==> src/design/lcd_init_table.svh <==
// panel initialisation word table with its length
`ifndef LCD_INIT_TABLE_SVH
`define LCD_INIT_TABLE_SVH

localparam int INIT_LEN = 14;

// bit 16 is the rs flag (1 for data), bits 15:0 go on the pins
localparam logic [16:0] init_table [INIT_LEN] = '{
    {1'b0, 16'h0001},  // software reset
    {1'b0, 16'h0011},  // sleep out
    {1'b0, 16'h003A},  // pixel format
    {1'b1, 16'h0055},  // 16 bpp, rgb565
    {1'b0, 16'h0036},  // memory access control
    {1'b1, 16'h0000},  // portrait, rgb order
    {1'b0, 16'h00B1},  // frame rate control
    {1'b1, 16'h0000},
    {1'b1, 16'h0018},
    {1'b0, 16'h0035},  // tearing effect line on
    {1'b1, 16'h0000},
    {1'b0, 16'h0013},  // normal display mode
    {1'b0, 16'h0020},  // inversion off
    {1'b0, 16'h0029}   // display on
};

`endif
==> src/design/lcd_cmd_pkg.sv <==
// drawing command package with host opcodes, panel commands and screen geometry
package lcd_cmd_pkg;

    // host opcodes, one strobe each
    typedef enum logic [1:0] {
        OP_FILL_RECT = 2'd0,  // fill x0..x1, y0..y1 with one colour
        OP_BL_ON     = 2'd1,
        OP_BL_OFF    = 2'd2
    } host_op_e;

    // pixel coordinate, wide enough for the long side
    typedef logic [9:0] coord_t;

    // panel geometry in portrait orientation
    localparam int SCREEN_W = 480;
    localparam int SCREEN_H = 800;

    // pixel count of the largest rectangle, 480 * 800 fits in 19 bits
    typedef logic [18:0] pix_cnt_t;

    // panel command codes as they go on the 16-bit bus
    localparam logic [15:0] CMD_COL_SET   = 16'h002A;  // column window
    localparam logic [15:0] CMD_PAGE_SET  = 16'h002B;  // page (row) window
    localparam logic [15:0] CMD_MEM_WRITE = 16'h002C;  // start of pixel stream

    // header of a fill
    // col cmd, x0 hi, x0 lo, x1 hi, x1 lo,
    // page cmd, y0 hi, y0 lo, y1 hi, y1 lo, mem write
    localparam int FILL_HDR_LEN = 11;

    // positions of the three commands within the header
    localparam int HDR_COL_IDX  = 0;
    localparam int HDR_PAGE_IDX = 5;
    localparam int HDR_MEM_IDX  = 10;

endpackage

==> src/design/lcd_bus_pkg.sv <==
// panel bus package with the data word, the rs flag and the bus writer states
package lcd_bus_pkg;

    // one word on the 16-bit 8080 data pins
    typedef logic [15:0] lcd_word_t;

    // register select pin
    typedef enum logic {
        RS_CMD  = 1'b0,  // command / register address
        RS_DATA = 1'b1   // parameter or pixel data
    } lcd_rs_e;

    // write cycle shaping in the bus writer
    //   idle    cs high, wr high, waiting for a strobe
    //   wr_low  cs low, wr low, data being set up
    //   wr_high cs low, wr high, panel latches on the rising wr edge
    typedef enum logic [1:0] {
        BUS_IDLE    = 2'd0,
        BUS_WR_LOW  = 2'd1,
        BUS_WR_HIGH = 2'd2
    } bus_state_e;

    // drive levels of the active low strobes
    localparam logic STROBE_ON  = 1'b0;
    localparam logic STROBE_OFF = 1'b1;

    // panel reset pin levels
    localparam logic PANEL_RST_ASSERT  = 1'b0;
    localparam logic PANEL_RST_RELEASE = 1'b1;

    // a word the bus ignores, put out while nothing is pending
    localparam lcd_word_t LCD_WORD_IDLE = 16'h0000;

endpackage

==> src/design/lcd_top.sv <==
// lcd controller top that joins the init sequencer, draw engine and bus writer
module lcd_top
    import lcd_bus_pkg::*;
    import lcd_cmd_pkg::*;
#(
    parameter int RST_HOLD = 1000,
    parameter int RST_WAIT = 5000,
    parameter int WR_LOW   = 2,
    parameter int WR_HIGH  = 2
) (
    input  logic      pclk,
    input  logic      rst_n,
    input  logic      cmd_stb_i,
    input  host_op_e  cmd_op_i,
    input  coord_t    cmd_x0_i,
    input  coord_t    cmd_y0_i,
    input  coord_t    cmd_x1_i,
    input  coord_t    cmd_y1_i,
    input  lcd_word_t cmd_color_i,
    output logic      ready_o,
    output logic      busy_o,
    output logic      done_o,
    output logic      lcd_rst_o,
    output logic      lcd_cs_o,
    output lcd_rs_e   lcd_rs_o,
    output logic      lcd_wr_o,
    output lcd_word_t lcd_data_o,
    output logic      lcd_bl_o
);

    logic      init_done;
    logic      init_stb, init_ack;   // init channel
    lcd_rs_e   init_rs;
    lcd_word_t init_data;
    logic      draw_stb, draw_ack;   // draw channel
    lcd_rs_e   draw_rs;
    lcd_word_t draw_data;

    lcd_init_seq #(.RST_HOLD(RST_HOLD), .RST_WAIT(RST_WAIT)) u_init_seq (
        .pclk(pclk), .rst_n(rst_n), .init_ack_i(init_ack), .lcd_rst_o(lcd_rst_o),
        .init_stb_o(init_stb), .init_rs_o(init_rs), .init_data_o(init_data),
        .init_done_o(init_done)
    );

    lcd_draw_engine u_draw_engine (
        .pclk(pclk), .rst_n(rst_n), .init_done_i(init_done),
        .cmd_stb_i(cmd_stb_i), .cmd_op_i(cmd_op_i),
        .cmd_x0_i(cmd_x0_i), .cmd_y0_i(cmd_y0_i), .cmd_x1_i(cmd_x1_i), .cmd_y1_i(cmd_y1_i),
        .cmd_color_i(cmd_color_i), .draw_ack_i(draw_ack), .draw_stb_o(draw_stb),
        .draw_rs_o(draw_rs), .draw_data_o(draw_data), .ready_o(ready_o),
        .busy_o(busy_o), .done_o(done_o), .lcd_bl_o(lcd_bl_o)
    );

    lcd_bus_writer #(.WR_LOW(WR_LOW), .WR_HIGH(WR_HIGH)) u_bus_writer (
        .pclk(pclk), .rst_n(rst_n), .init_done_i(init_done),
        .init_stb_i(init_stb), .init_rs_i(init_rs), .init_data_i(init_data),
        .init_ack_o(init_ack),
        .draw_stb_i(draw_stb), .draw_rs_i(draw_rs), .draw_data_i(draw_data),
        .draw_ack_o(draw_ack),
        .lcd_cs_o(lcd_cs_o), .lcd_rs_o(lcd_rs_o), .lcd_wr_o(lcd_wr_o), .lcd_data_o(lcd_data_o)
    );

endmodule

==> src/design/lcd_bus_writer.sv <==
// 8080 bus writer that serves the init or draw channel and shapes each write cycle
module lcd_bus_writer
    import lcd_bus_pkg::*;
#(
    parameter int WR_LOW  = 2,
    parameter int WR_HIGH = 2
) (
    input  logic      pclk,
    input  logic      rst_n,
    input  logic      init_done_i,
    input  logic      init_stb_i,
    input  lcd_rs_e   init_rs_i,
    input  lcd_word_t init_data_i,
    output logic      init_ack_o,
    input  logic      draw_stb_i,
    input  lcd_rs_e   draw_rs_i,
    input  lcd_word_t draw_data_i,
    output logic      draw_ack_o,
    output logic      lcd_cs_o,
    output lcd_rs_e   lcd_rs_o,
    output logic      lcd_wr_o,
    output lcd_word_t lcd_data_o
);

    localparam int PH_MAX = (WR_LOW > WR_HIGH) ? WR_LOW : WR_HIGH;
    localparam int PH_W   = $clog2(PH_MAX + 1);

    bus_state_e      state;
    logic [PH_W-1:0] ph_cnt;
    logic            owner_draw;  // channel of the word on the pins
    logic            sel_stb;
    lcd_rs_e         sel_rs;
    lcd_word_t       sel_data;
    logic            last_ph;
    logic            start;

    // init owns the bus until the table is through
    assign sel_stb  = init_done_i ? draw_stb_i  : init_stb_i;
    assign sel_rs   = init_done_i ? draw_rs_i   : init_rs_i;
    assign sel_data = init_done_i ? draw_data_i : init_data_i;

    assign last_ph    = (state == BUS_WR_HIGH) && (ph_cnt == PH_W'(WR_HIGH - 1));
    assign start      = sel_stb && ((state == BUS_IDLE) || last_ph);
    assign init_ack_o = last_ph && !owner_draw;
    assign draw_ack_o = last_ph && owner_draw;

    always_ff @(posedge pclk) begin
        if (!rst_n) begin
            state      <= BUS_IDLE;
            ph_cnt     <= '0;
            owner_draw <= 1'b0;
            lcd_cs_o   <= STROBE_OFF;
            lcd_wr_o   <= STROBE_OFF;
        end else if (start) begin
            state      <= BUS_WR_LOW;
            ph_cnt     <= '0;
            owner_draw <= init_done_i;
            lcd_cs_o   <= STROBE_ON;
            lcd_wr_o   <= STROBE_ON;
        end else begin
            case (state)
                BUS_WR_LOW: begin
                    if (ph_cnt == PH_W'(WR_LOW - 1)) begin
                        ph_cnt   <= '0;
                        lcd_wr_o <= STROBE_OFF;  // rising edge latches the word
                        state    <= BUS_WR_HIGH;
                    end else begin
                        ph_cnt <= ph_cnt + 1'b1;
                    end
                end
                BUS_WR_HIGH: begin
                    if (last_ph) begin
                        lcd_cs_o <= STROBE_OFF;
                        state    <= BUS_IDLE;
                    end else begin
                        ph_cnt <= ph_cnt + 1'b1;
                    end
                end
                default: ;  // idle until a strobe
            endcase
        end
    end

    // word and rs held on the pins for the whole cycle
    always_ff @(posedge pclk) begin
        if (start) begin
            lcd_rs_o   <= sel_rs;
            lcd_data_o <= sel_data;
        end
    end

    // sources keep one word in flight at most
    a_stb_when_free: assert property (
        @(posedge pclk) disable iff (!rst_n)
        sel_stb |-> ((state == BUS_IDLE) || last_ph)
    ) else $error("strobe while a write cycle is running");

endmodule

==> src/design/lcd_draw_engine.sv <==
// drawing engine that decodes host commands, sequences rectangle fills and holds the backlight
module lcd_draw_engine
    import lcd_bus_pkg::*;
    import lcd_cmd_pkg::*;
(
    input  logic      pclk,
    input  logic      rst_n,
    input  logic      init_done_i,
    input  logic      cmd_stb_i,
    input  host_op_e  cmd_op_i,
    input  coord_t    cmd_x0_i,
    input  coord_t    cmd_y0_i,
    input  coord_t    cmd_x1_i,
    input  coord_t    cmd_y1_i,
    input  lcd_word_t cmd_color_i,
    input  logic      draw_ack_i,
    output logic      draw_stb_o,
    output lcd_rs_e   draw_rs_o,
    output lcd_word_t draw_data_o,
    output logic      ready_o,
    output logic      busy_o,
    output logic      done_o,
    output logic      lcd_bl_o
);

    typedef enum logic [1:0] {
        D_IDLE,
        D_HEADER,
        D_PIXELS
    } draw_state_e;

    draw_state_e state;
    logic [3:0]  hdr_idx;
    pix_cnt_t    pix_left;
    logic        pend;  // word strobed, ack not yet seen
    logic        accept;
    logic        rect_ok;
    pix_cnt_t    rect_w;
    pix_cnt_t    rect_h;
    coord_t      x0_q, x1_q, y0_q, y1_q;
    lcd_word_t   color_q;

    function automatic lcd_word_t coord_hi(input coord_t c);
        return lcd_word_t'(c[9:8]);
    endfunction

    function automatic lcd_word_t coord_lo(input coord_t c);
        return lcd_word_t'(c[7:0]);
    endfunction

    assign ready_o = init_done_i;
    assign busy_o  = (state != D_IDLE);
    assign accept  = cmd_stb_i && init_done_i && (state == D_IDLE);
    assign rect_ok = (cmd_x0_i <= cmd_x1_i) && (cmd_x1_i < coord_t'(SCREEN_W))
                  && (cmd_y0_i <= cmd_y1_i) && (cmd_y1_i < coord_t'(SCREEN_H));
    assign rect_w  = pix_cnt_t'(cmd_x1_i - cmd_x0_i) + 1'b1;
    assign rect_h  = pix_cnt_t'(cmd_y1_i - cmd_y0_i) + 1'b1;

    always_ff @(posedge pclk) begin
        if (!rst_n) begin
            state      <= D_IDLE;
            hdr_idx    <= '0;
            pix_left   <= '0;
            pend       <= 1'b0;
            draw_stb_o <= 1'b0;
            done_o     <= 1'b0;
            lcd_bl_o   <= 1'b0;
        end else begin
            draw_stb_o <= 1'b0;
            done_o     <= 1'b0;
            if (draw_stb_o) pend <= 1'b1;
            if (draw_ack_i) pend <= 1'b0;
            case (state)
                D_IDLE: begin
                    if (accept) begin
                        case (cmd_op_i)
                            OP_FILL_RECT: begin
                                if (rect_ok) begin
                                    hdr_idx    <= '0;
                                    pix_left   <= rect_w * rect_h;
                                    draw_stb_o <= 1'b1;
                                    state      <= D_HEADER;
                                end
                            end
                            OP_BL_ON:  lcd_bl_o <= 1'b1;
                            OP_BL_OFF: lcd_bl_o <= 1'b0;
                            default: ;  // unknown opcode dropped
                        endcase
                    end
                end
                D_HEADER: begin
                    if (draw_ack_i) begin
                        draw_stb_o <= 1'b1;
                        if (hdr_idx == 4'(HDR_MEM_IDX)) state <= D_PIXELS;
                        else hdr_idx <= hdr_idx + 1'b1;
                    end
                end
                D_PIXELS: begin
                    if (draw_ack_i) begin
                        if (pix_left == pix_cnt_t'(1)) begin
                            done_o <= 1'b1;
                            state  <= D_IDLE;
                        end else begin
                            pix_left   <= pix_left - 1'b1;
                            draw_stb_o <= 1'b1;
                        end
                    end
                end
                default: state <= D_IDLE;
            endcase
        end
    end

    // rectangle is captured once per fill
    always_ff @(posedge pclk) begin
        if (accept && rect_ok) begin
            x0_q    <= cmd_x0_i;
            x1_q    <= cmd_x1_i;
            y0_q    <= cmd_y0_i;
            y1_q    <= cmd_y1_i;
            color_q <= cmd_color_i;
        end
    end

    always_comb begin
        draw_rs_o   = RS_DATA;
        draw_data_o = color_q;
        if (state == D_HEADER) begin
            case (hdr_idx)
                4'd0:    draw_data_o = CMD_COL_SET;
                4'd1:    draw_data_o = coord_hi(x0_q);
                4'd2:    draw_data_o = coord_lo(x0_q);
                4'd3:    draw_data_o = coord_hi(x1_q);
                4'd4:    draw_data_o = coord_lo(x1_q);
                4'd5:    draw_data_o = CMD_PAGE_SET;
                4'd6:    draw_data_o = coord_hi(y0_q);
                4'd7:    draw_data_o = coord_lo(y0_q);
                4'd8:    draw_data_o = coord_hi(y1_q);
                4'd9:    draw_data_o = coord_lo(y1_q);
                default: draw_data_o = CMD_MEM_WRITE;
            endcase
            if (hdr_idx == 4'(HDR_COL_IDX) || hdr_idx == 4'(HDR_PAGE_IDX)
                    || hdr_idx == 4'(HDR_MEM_IDX)) begin
                draw_rs_o = RS_CMD;
            end
        end else if (state == D_IDLE) begin
            draw_data_o = LCD_WORD_IDLE;
        end
    end

    a_ack_needs_pending: assert property (
        @(posedge pclk) disable iff (!rst_n)
        draw_ack_i |-> pend
    ) else $error("draw ack with no word outstanding");

    a_done_ends_busy: assert property (
        @(posedge pclk) disable iff (!rst_n)
        done_o |-> $past(busy_o)
    ) else $error("done pulse without a fill in progress");

endmodule

==> src/design/lcd_init_seq.sv <==
// panel init sequencer that pulses the panel reset and sends the init table
module lcd_init_seq
    import lcd_bus_pkg::*;
#(
    parameter int RST_HOLD = 1000,
    parameter int RST_WAIT = 5000
) (
    input  logic      pclk,
    input  logic      rst_n,
    input  logic      init_ack_i,
    output logic      lcd_rst_o,
    output logic      init_stb_o,
    output lcd_rs_e   init_rs_o,
    output lcd_word_t init_data_o,
    output logic      init_done_o
);

    `include "lcd_init_table.svh"

    typedef enum logic [2:0] {
        S_RST_HOLD,
        S_RST_WAIT,
        S_SEND,
        S_WAIT_ACK,
        S_DONE
    } seq_state_e;

    localparam int CNT_MAX = (RST_HOLD > RST_WAIT) ? RST_HOLD : RST_WAIT;
    localparam int CNT_W   = $clog2(CNT_MAX + 1);
    localparam int IDX_W   = $clog2(INIT_LEN + 1);

    seq_state_e       state;
    logic [CNT_W-1:0] cnt;  // shared by the hold and wait phases
    logic [IDX_W-1:0] idx;
    logic [16:0]      entry;

    assign entry       = init_table[idx];
    assign init_stb_o  = (state == S_SEND);  // one cycle per word
    assign init_rs_o   = lcd_rs_e'(entry[16]);
    assign init_data_o = entry[15:0];
    assign init_done_o = (state == S_DONE);

    always_ff @(posedge pclk) begin
        if (!rst_n) begin
            state     <= S_RST_HOLD;
            cnt       <= '0;
            idx       <= '0;
            lcd_rst_o <= PANEL_RST_ASSERT;
        end else begin
            case (state)
                S_RST_HOLD: begin
                    if (cnt == CNT_W'(RST_HOLD - 1)) begin
                        cnt       <= '0;
                        lcd_rst_o <= PANEL_RST_RELEASE;
                        state     <= S_RST_WAIT;
                    end else begin
                        cnt <= cnt + 1'b1;
                    end
                end
                S_RST_WAIT: begin
                    if (cnt == CNT_W'(RST_WAIT - 1)) begin
                        cnt   <= '0;
                        state <= S_SEND;
                    end else begin
                        cnt <= cnt + 1'b1;
                    end
                end
                S_SEND: state <= S_WAIT_ACK;
                S_WAIT_ACK: begin
                    if (init_ack_i) begin
                        if (idx == IDX_W'(INIT_LEN - 1)) begin
                            state <= S_DONE;  // table exhausted
                        end else begin
                            idx   <= idx + 1'b1;
                            state <= S_SEND;
                        end
                    end
                end
                default: state <= S_DONE;  // done is terminal
            endcase
        end
    end

    // the writer only answers a word this block has strobed
    a_ack_only_when_waiting: assert property (
        @(posedge pclk) disable iff (!rst_n)
        init_ack_i |-> (state == S_WAIT_ACK)
    ) else $error("init ack outside wait-ack");

endmodule

==> config.mk <==
export PLATFORM = sky130hd
export DESIGN_NAME = lcd_top
export DESIGN_NICKNAME = d
export VERILOG_FILES = /design/src/design/lcd_cmd_pkg.sv /design/src/design/lcd_bus_pkg.sv /design/src/design/lcd_top.sv /design/src/design/lcd_bus_writer.sv /design/src/design/lcd_draw_engine.sv /design/src/design/lcd_init_seq.sv
export VERILOG_INCLUDE_DIRS = /design/src /design/src/design
export SDC_FILE = /design/constraint.sdc
export NUM_CORES = 1
export LEC_CHECK = 0
export BUFFER_PORTS_ARGS = -buffer_cell sky130_fd_sc_hd__buf_2
export CORE_MARGIN = 1
export CORE_UTILIZATION = 53
export DETAILED_ROUTE_END_ITERATION = 12
export GPL_ROUTABILITY_DRIVEN = 1
export PLACE_DENSITY_LB_ADDON = 0.1
export SYNTH_ARGS = -nofsm -noshare
export SYNTH_HDL_FRONTEND = slang
export SYNTH_SLANG_ARGS = --single-unit
==> constraint.sdc <==
create_clock -name pclk -period 11.65 [get_ports pclk]
set_input_delay 2.33 -clock pclk [delete_from_list [all_inputs] [get_ports pclk]]
set_output_delay 2.33 -clock pclk [all_outputs]
set_load 0.005 [all_outputs]
**Yosys cells after proc, flatten, opt, wreduce, memory -nomap -nowiden**

Memories as Yosys holds them, arrays and structs flattened.
Cells that the tools add are included.

- Bits in read-only memories: 272
- Input bits: 61
- Output and inout port bits: 24
- Word-level logic and storage cells: 188
- Flip-flop bits (word level): 129
- Memories: 1

- Bitwise gates (word level): 3
- Eq/ne operators: 42
- Reduce and logical (&&, ||, !) cells: 44
- Multiply operators: 1
- Multiplexer cells: 60
- Magnitude comparators: 5
- Add/sub/neg operators: 9

Memory list:

| memory | depth | width | read ports | clocked after Yosys merged registers in | wr ports | RTL line | source |
|---|---|---|---|---|---|---|---|
| (no name shown) | 16 | 17 | 1 | 0 | 0 | lcd_init_seq.sv:37 | `assign entry = init_table[idx];` |

Operator list:

| operator | count |
|---|---|
| 19-bit two-way mux | 5 |
| 8-bit case mux with 10 select lines | 1 |
| 16-bit two-way mux | 3 |
| 19-bit by 1-bit adder with 19-bit output (second input constant) | 2 |
| 19-bit case mux with 2 select lines | 1 |
| 17-bit two-way mux | 2 |
| 13-bit two-way mux | 2 |
| 13-bit case mux with 2 select lines | 1 |
| 2-bit two-way mux | 11 |
| 10-bit by 10-bit subtractor with 11-bit output | 2 |
| 10-bit <= comparator | 2 |
| 4-bit two-way mux | 5 |
| 2-bit nonzero test | 10 |
| 19-bit by 1-bit == test with 1-bit output (second input constant) | 1 |
| 19-bit by 19-bit multiplier with 19-bit output | 1 |
| 19-bit by 1-bit subtractor with 19-bit output (second input constant) | 1 |
| 1-bit two-way mux | 18 |
| 3-bit AND reduction | 6 |
| 4-bit by 3-bit == test with 1-bit output (second input constant) | 4 |
| 4-bit == test (second input constant) | 4 |
| 2-bit by 1-bit inequality test with 1-bit output (second input constant) | 8 |
| 2-bit inequality test (second input constant) | 7 |
| 13-bit by 1-bit adder with 13-bit output (second input constant) | 1 |
| 13-bit by 10-bit == test with 1-bit output (second input constant) | 1 |
| other kinds (34) | 65 |

**Depth between registers and ports, before layout**

Gate-level depths: netlist (run 1).

- Depth in word-level cells: 8
- Mapped depth: 34
- Gate-level depth less buffers: 33

**By module**

From an unflattened synthesis (run 1), not the netlist that was laid out.

- Cells, all modules: 1,458
- Area, all modules: 13,140.1 sq um

By module, submodules not included:

| module | instances | seq. area each (sq um) | cells an instance | area each (sq um) |
|---|---|---|---|---|
| lcd_draw_engine | 1 | 2,242.2 | 1,208 | 10,666.5 |
| lcd_init_seq | 1 | 420.4 | 172 | 1,353.8 |
| lcd_bus_writer | 1 | 650.6 | 78 | 1,119.8 |

**Least setup slack after synthesis (run 1)**

No wires, ideal clock.

- Kind: input to register
- Start point: input port cmd_y1_i[0]
- End point: register u_draw_engine.pix_left[18]
- Cell stages on the path: 29
- Arrival: 9.887 ns
- Data required time: 11.582 ns
- Path buffers: 0
- Path slack: 1.695 ns
- Setup time: 0.068 ns
- Cells stage by stage: inv_1 > ha_1 > inv_1 > fa_1 > xnor2_1 > nor3b_1 > nand4_1 > nor4_1 > xnor2_1 > nor2_1 > fa_1 > inv_1 > fa_1 > fa_1 > fa_1 > inv_1 > fa_1 > inv_1 > fa_1 > inv_1 > ha_1 > a21o_1 > a21oi_1 > o211ai_1 > o211ai_1 > xnor3_1 > xnor3_1 > or3_1 > a21oi_2

- Longest elaborated chain between the ends: 7
- Elaborated cells on any way between the ends: 13
- Classes of those cells: add/sub: 2; mul: 1; order compare: 2; eq/ne: 1; mux: 4; reduce/logical: 3

Ends and longest elaborated chain:

| item | RTL line | source |
|---|---|---|
| start, declared | lcd_top.sv:18 | `input coord_t cmd_y1_i,` |
| 10-bit by 10-bit subtractor with 11-bit output | lcd_draw_engine.sv:57 | `assign rect_h = pix_cnt_t'(cmd_y1_i - cmd_y0_i) + 1'b1;` |
| 19-bit by 1-bit adder with 19-bit output | lcd_draw_engine.sv:57 |  |
| 19-bit by 19-bit multiplier with 19-bit output | lcd_draw_engine.sv:80 | `pix_left <= rect_w * rect_h;` |
| 19-bit two-way mux | lcd_draw_engine.sv:78 | `if (rect_ok) begin` |
| 19-bit two-way mux | lcd_draw_engine.sv:76 | `case (cmd_op_i)` |
| 19-bit two-way mux | lcd_draw_engine.sv:75 | `if (accept) begin` |
| 19-bit case mux with 2 select lines | lcd_draw_engine.sv:73 | `case (state)` |
| end signal, assigned | lcd_draw_engine.sv:80 |  |
| end signal, assigned | lcd_draw_engine.sv:104 | `pix_left <= pix_left - 1'b1;` |
| end, declared | lcd_draw_engine.sv:34 | `pix_cnt_t pix_left;` |

Several ways; a longest one is shown, not always the timed one. The select of a mux whose other input is x is not followed.
A chain may end at the register's enable or synchronous reset.

**Worst setup path in the final report (run 1)**

Ends and elaborated chain as after synthesis.

==> metrics.md, run 1 <==
| Metric | Value |
|---|---|
| Die ar. | `25800 sq um` |
| TritonCTS Sinks | `129` |
| Met2 wire length | `15500 microns` |
| Share of cells above drive strength 1 | `0.113` |
| Final setup fails | `0` |
| Post-synth EDFFs | `73` |
| Max-cap viol count | `0` |
| Vias in the first global route | `10500` |
| Number of fill cells in the layout | `2211` |
| Status | `completed` |
| Mapped Nets | `1804` |
| Post-DP HPWL | `25000 microns` |
| Distinct cells, synth | `87` |
| Max_slew headroom | `0.283` |
| Sequential area share after synthesis | `0.248` |
| Crit path max-delay family | `adder cells` |
| Routed via count | `10600` |
| Main combinational cell family by area after synthesis | `adder cells` |
| Crit-path most repeated cell | `fa_1` |
| Post-route standard cell area excluding fillers | `14700 sq um` |
| Routability cong. | `0.898` |
| Min Tclk post-route | `10.74 ns` |
| Total core area | `24500 sq um` |
| Max clock buf depth | `2` |
| RSZ-0062 raised after global routing | `no` |
| Drt drc | `0` |
| Starting Density | `0.544` |
| Mean area per synthesized cell | `8.82 sq um` |
| R2R depth | `9` |
| Io pins | `85` |
| Clk_skew | `0.0170 ns` |
| Seq cells post-synth | `129` |
| Placed Cells incl. Taps | `1884` |
| Critical path's slowest cell | `xnor2_1` |
| Worst slew pin tran | `1.07 ns` |
| DR top layer | `met4` |
| Num CTS Buffers | `17` |
| Post-CTS Hold Buffers | `0` |
| Most frequent cell after synthesis | `inv_1` |
| Synth-to-Final Area Change | `9.88%` |
| NumNets Final | `1870` |
| CTS tree | `built` |
| Root buf cell | `clkbuf_16` |
| CP Launch Type | `primary input` |
| H-Tree Depth | `4` |
| Metal3 WL | `1870 microns` |
| Overflow after GRT | `0` |
| Fin cells | `1916` |
| Largest net degree at the start of global routing | `57` |
| CP Max Fanout | `10` |
| Critical Path RT | `12.00 ns` |
| WS Path Type | `primary input to flip-flop` |
| Levels on crit path | `31` |
| Antenna cell count | `0` |
| Global-route wire length before repair | `52600 microns` |
| Die width | `161 microns` |
| Setup bufs post-CTS | `0` |
| Compound-gate portion of the synthesized area | `0.132` |
| Cells after synthesis | `1513` |
| WL final | `32200 microns` |
| Yosys warns | `0` |
| Top post-synthesis cells by count | `inv_1, nor2_1, fa_1` |
| Total GRT Usage | `0.258` |
| Die Y | `161 microns` |
| Adder-cell area share of the yosys netlist | `0.286` |
| Clk pin slew, worst setup/hold paths | `0.06 ns` |
| Via-to-Cell Ratio | `5.55` |
| Count of input and output buffers | `84` |
| Drt initial violations | `833` |
| Crit path DAT | `11.08 ns` |
| Share of the synthesized area in the top cell type | `0.187` |
| Wire per inst | `16.8 microns` |
| Metal1 wirelength | `14000 microns` |
| CP bufs+invs | `7` |
| Synthesized-area fraction occupied by and/or/nand/nor cells | `0.170` |
| Final Cycle Share | `0.922` |
| Largest cells by area after synthesis | `fa_1, edfxtp_1, ha_1` |
| Post-synthesis mux area share | `0.00675` |
| Post-synthesis xor/xnor area fraction | `0.0622` |
| Worst hold path class | `flip-flop to flip-flop` |
| Final hold vios | `0` |
| Crit. End Element | `flip-flop` |
| Antenna-violating nets left | `0` |
| Initial antenna violation count | `0` |
| Worst Hold Depth | `2` |
| Main synth FF type | `edfxtp_1` |
| Resized Gates After CTS | `0` |
| Clock Latency Late Sink | `0.43 ns` |
| Max Transition Viols Final | `0` |
| Max Clock Freq | `0.0931 GHz` |
| Dpl cell area | `14100 sq um` |
| Initial DRT Pass Iterations | `5` |
| # rows | `57` |
| Area leader, netlist | `fa_1` |
| Post-Synthesis Cell Area | `13400 sq um` |
| Post-Route Setup TNS | `0 ns` |
| Worst stage delay on the critical path | `0.85 ns` |
| Synth async-reset ratio | `0` |
## per-layer routing
layer,vias up,track usage
li1,5147,-
met1,5132,0.343
met2,291,0.423
met3,63,0.0462
met4,0,0.0909
met5,-,0
## path summary, 6_finish.rpt
check,to,from,slack (ns)
worst max-delay path,u_draw_engine.pix_left[18]$_SDFFE_PN0P_,cmd_y1_i[0],0.91
worst min-delay path,u_bus_writer.ph_cnt[1]$_SDFFE_PP0P_,u_bus_writer.ph_cnt[1]$_SDFFE_PP0P_,0.43
worst max register to register,u_draw_engine.hdr_idx[2]$_SDFFE_PN0P_,u_init_seq.state[2]$_SDFFE_PN0P_,8.88
worst min register to register,u_bus_writer.ph_cnt[1]$_SDFFE_PP0P_,u_bus_writer.ph_cnt[1]$_SDFFE_PP0P_,0.43
## cells in the final DEF (no fill, tap or decap), types with 24 or more instances in the layout
master / Yosys / layout
nand2_1: 95 / 95
fa_1: 125 / 125
dfxtp_1: 56 / 56
o21ai_0: 63 / 63
a21oi_1: 56 / 56
nand3_1: 31 / 31
inv_1: 262 / 262
xnor2_1: 51 / 51
xor2_1: 29 / 29
buf_2: 2 / 84
edfxtp_1: 73 / 73
nor2_1: 174 / 173
ha_1: 105 / 105
nor3_1: 27 / 27
nand2b_1: 24 / 24
## kinds of logic after synthesis
family	Yosys count
AND/OR/NAND/NOR	475
buffers and inverters	326
AO/OA/AOI/OAI	258
adder cells (fa/ha/maj)	230
flip-flops	129
XOR/XNOR	86
multiplexers	9
## worst min-delay path: stages, from the launching register on
cell and delay, ns:
dfxtp_1 0.31, nand2_1 0.05, nor2_1 0.03
## final cells by class
class	instances	area [sq um]	area share
clock buffer	18	429	0.0293
clock inverter	14	146	0.00998
inverter	266	998	0.0681
multi-input combinational	1058	8780	0.599
sequential	129	3310	0.226
tap	324	405	0.0276
timing repair buffer	107	593	0.0404
## stage by stage
| step | util | setup slack (ns) | hold slack (ns) |
|---|---|---|---|
| floorplan | - | 1.70 | 0.410 |
| detailed placement | 0.574 | 0.578 | 0.425 |
| global placement | 0.574 | 0.773 | 0.424 |
| finish | 0.598 | 0.914 | 0.433 |
| CTS | 0.598 | 0.974 | 0.435 |
| global route | 0.598 | 0.532 | 0.454 |
## registers in the layout, summed over array words and instances, names as in the netlist, 2 cells and up
register,flops
u_draw_engine.y0_q,10
u_init_seq.state,3
u_draw_engine.x0_q,10
u_bus_writer.ph_cnt,2
u_draw_engine.hdr_idx,4
u_draw_engine.x1_q,10
u_draw_engine.state,2
u_init_seq.cnt,13
u_draw_engine.color_q,16
u_init_seq.idx,4
u_bus_writer.state,2
u_draw_engine.pix_left,19
u_draw_engine.y1_q,10
u_bus_writer.lcd_data_o,16
Power of run 1 is not shown: default switching activity piles up to over one toggle a cycle in this logic, so the estimate is an artifact.
==> inputs of run 2 (changes only) <==
- RECOVER_POWER: default -> 100
==> run 2 against run 1 <==
Net effect: the flow now finishes with violations (max-capacitance violations, max-slew violations); cell count unchanged; clock-buffer cell count unchanged; fmax about the same; utilization is 0.31 points lower; worst setup slack better by 0.010 ns; via count shrank 0.37%; sequential share of layout area increased by 0.12 points; routed wire length is 0.20% lower; largest cell class unchanged.
==> metrics.md, run 2 (synthesis results as in run 1) <==
| Metric | Value |
|---|---|
| Status | `finished, violations left` |
| Failing checks | `max-capacitance violations, max-slew violations` |
| Worst stage delay on the critical path | `0.58 ns` |
| Levels on crit path | `30` |
| Worst hold path class | `flip-flop to flip-flop` |
| Critical path's slowest cell | `fa_1` |
| Critical Path RT | `11.98 ns` |
| Crit Reg-Reg Startpoint | `u_init_seq.state[2]$_SDFFE_PN0P_` |
| WS Path Type | `primary input to flip-flop` |
| Placed Cells incl. Taps | `1884` |
| Clk_skew | `0.0178 ns` |
| Max_slew headroom | `-1.07` |
| Num CTS Buffers | `17` |
| Count of input and output buffers | `84` |
| Die Y | `161 microns` |
| Final hold vios | `0` |
| NumNets Final | `1870` |
| Total GRT Usage | `0.258` |
| Io pins | `85` |
| Total core area | `24500 sq um` |
| Fin cells | `1916` |
| Routability cong. | `0.898` |
| Global-route wire length before repair | `52600 microns` |
| RSZ-0062 raised after global routing | `no` |
| Die ar. | `25800 sq um` |
| Final Cycle Share | `0.921` |
| Drt drc | `0` |
| Starting Density | `0.544` |
| Max-cap viol count | `2` |
| CP Launch Type | `primary input` |
| Crit-path most repeated cell | `fa_1` |
| Max FFs per register | `19` |
| Biggest register | `u_draw_engine.pix_left` |
| Largest net degree at the start of global routing | `57` |
| Initial DRT Pass Iterations | `6` |
| Worst slew pin tran | `3.11 ns` |
| Max Transition Viols Final | `80` |
| Post-DP HPWL | `25000 microns` |
| WL final | `32100 microns` |
| CTS tree | `built` |
| TritonCTS Sinks | `129` |
| Wire per inst | `16.8 microns` |
| Final setup fails | `0` |
| Clk pin slew, worst setup/hold paths | `0.06 ns` |
| Post-CTS Hold Buffers | `0` |
| Initial antenna violation count | `0` |
| Most frequent cells in the layout | `inv_1, nor2_1, fa_1, ha_1, nand2_1` |
| Post-Route Setup TNS | `0 ns` |
| Dpl cell area | `14100 sq um` |
| Max clock buf depth | `2` |
| Reg2reg end | `u_draw_engine.y0_q[4]$_DFFE_PP_` |
| Via-to-Cell Ratio | `5.53` |
| Root buf cell | `clkbuf_16` |
| Max Clock Freq | `0.0932 GHz` |
| Routed via count | `10600` |
| # rows | `57` |
| Crit path from | `cmd_y1_i[0]` |
| R2R setup slack | `6.63 ns` |
| Post-route standard cell area excluding fillers | `14600 sq um` |
| CP bufs+invs | `7` |
| Share of cells above drive strength 1 | `0.0804` |
| Min Tclk post-route | `10.73 ns` |
| Overflow after GRT | `0` |
| Final WS setup | `0.925 ns` |
| H-Tree Depth | `4` |
| CP Max Fanout | `10` |
| Antenna cell count | `0` |
| Setup bufs post-CTS | `0` |
| Place WS | `0.578 ns` |
| Drt initial violations | `831` |
| Die width | `161 microns` |
| Synth-to-Final Area Change | `9.32%` |
| Clock Latency Late Sink | `0.43 ns` |
| Vias in the first global route | `10500` |
| Crit path DAT | `11.06 ns` |
| Crit. End Element | `flip-flop` |
| R2R depth | `6` |
| Antenna-violating nets left | `0` |
| Crit path max-delay family | `adder cells` |
| End of the critical path | `u_draw_engine.pix_left[18]$_SDFFE_PN0P_` |
| Largest registers | `u_draw_engine.pix_left: 19 flops, u_bus_writer.lcd_data_o: 16 flops, u_draw_engine.color_q: 16 flops` |
| Commonest non-fill, non-tap cell in the layout | `inv_1` |
| Resized Gates After CTS | `0` |
## run 2: worst min-delay path by stage
stage | cells past startpoint | to | slack [ns] | from
2_1_floorplan | 2 | u_bus_writer.ph_cnt[1]$_SDFFE_PP0P_ | 0.41 | u_bus_writer.ph_cnt[1]$_SDFFE_PP0P_
3_3_place_gp | 2 | u_bus_writer.ph_cnt[1]$_SDFFE_PP0P_ | 0.42 | u_bus_writer.ph_cnt[1]$_SDFFE_PP0P_
3_5_place_dp | 2 | u_bus_writer.ph_cnt[1]$_SDFFE_PP0P_ | 0.42 | u_bus_writer.ph_cnt[1]$_SDFFE_PP0P_
4_1_cts | 2 | u_bus_writer.ph_cnt[1]$_SDFFE_PP0P_ | 0.43 | u_bus_writer.ph_cnt[1]$_SDFFE_PP0P_
5_1_grt | 2 | u_bus_writer.ph_cnt[1]$_SDFFE_PP0P_ | 0.45 | u_bus_writer.ph_cnt[1]$_SDFFE_PP0P_
6_report | 2 | u_bus_writer.ph_cnt[1]$_SDFFE_PP0P_ | 0.43 | u_bus_writer.ph_cnt[1]$_SDFFE_PP0P_
## run 2: cell type report
class	instances	area [sq um]
clock buffer	18	429
clock inverter	14	146
fill	2225	9940
inverter	266	998
multi-input combinational	1058	8780
sequential	129	3310
tap	324	405
timing repair buffer	107	526
## run 2: per-stage QoR
stage | util | hold WS, ns
6_report | 0.595 | 0.433
5_1_grt | 0.595 | 0.454
3_3_place_gp | 0.574 | 0.424
4_1_cts | 0.598 | 0.435
2_1_floorplan | - | 0.410
3_5_place_dp | 0.574 | 0.425
## run 2: routing by layer
metal,GRT usage,routed length [microns]
met5,0,0
met4,0.0909,880
met3,0.0462,2100
met2,0.423,15400
met1,0.343,13800
## run 2: worst min-delay path, stage by stage (launching register included)
cell     delay, ns
dfxtp_1       0.31
nand2_1       0.05
nor2_1        0.03
Power of run 2 is left out for the same reason.
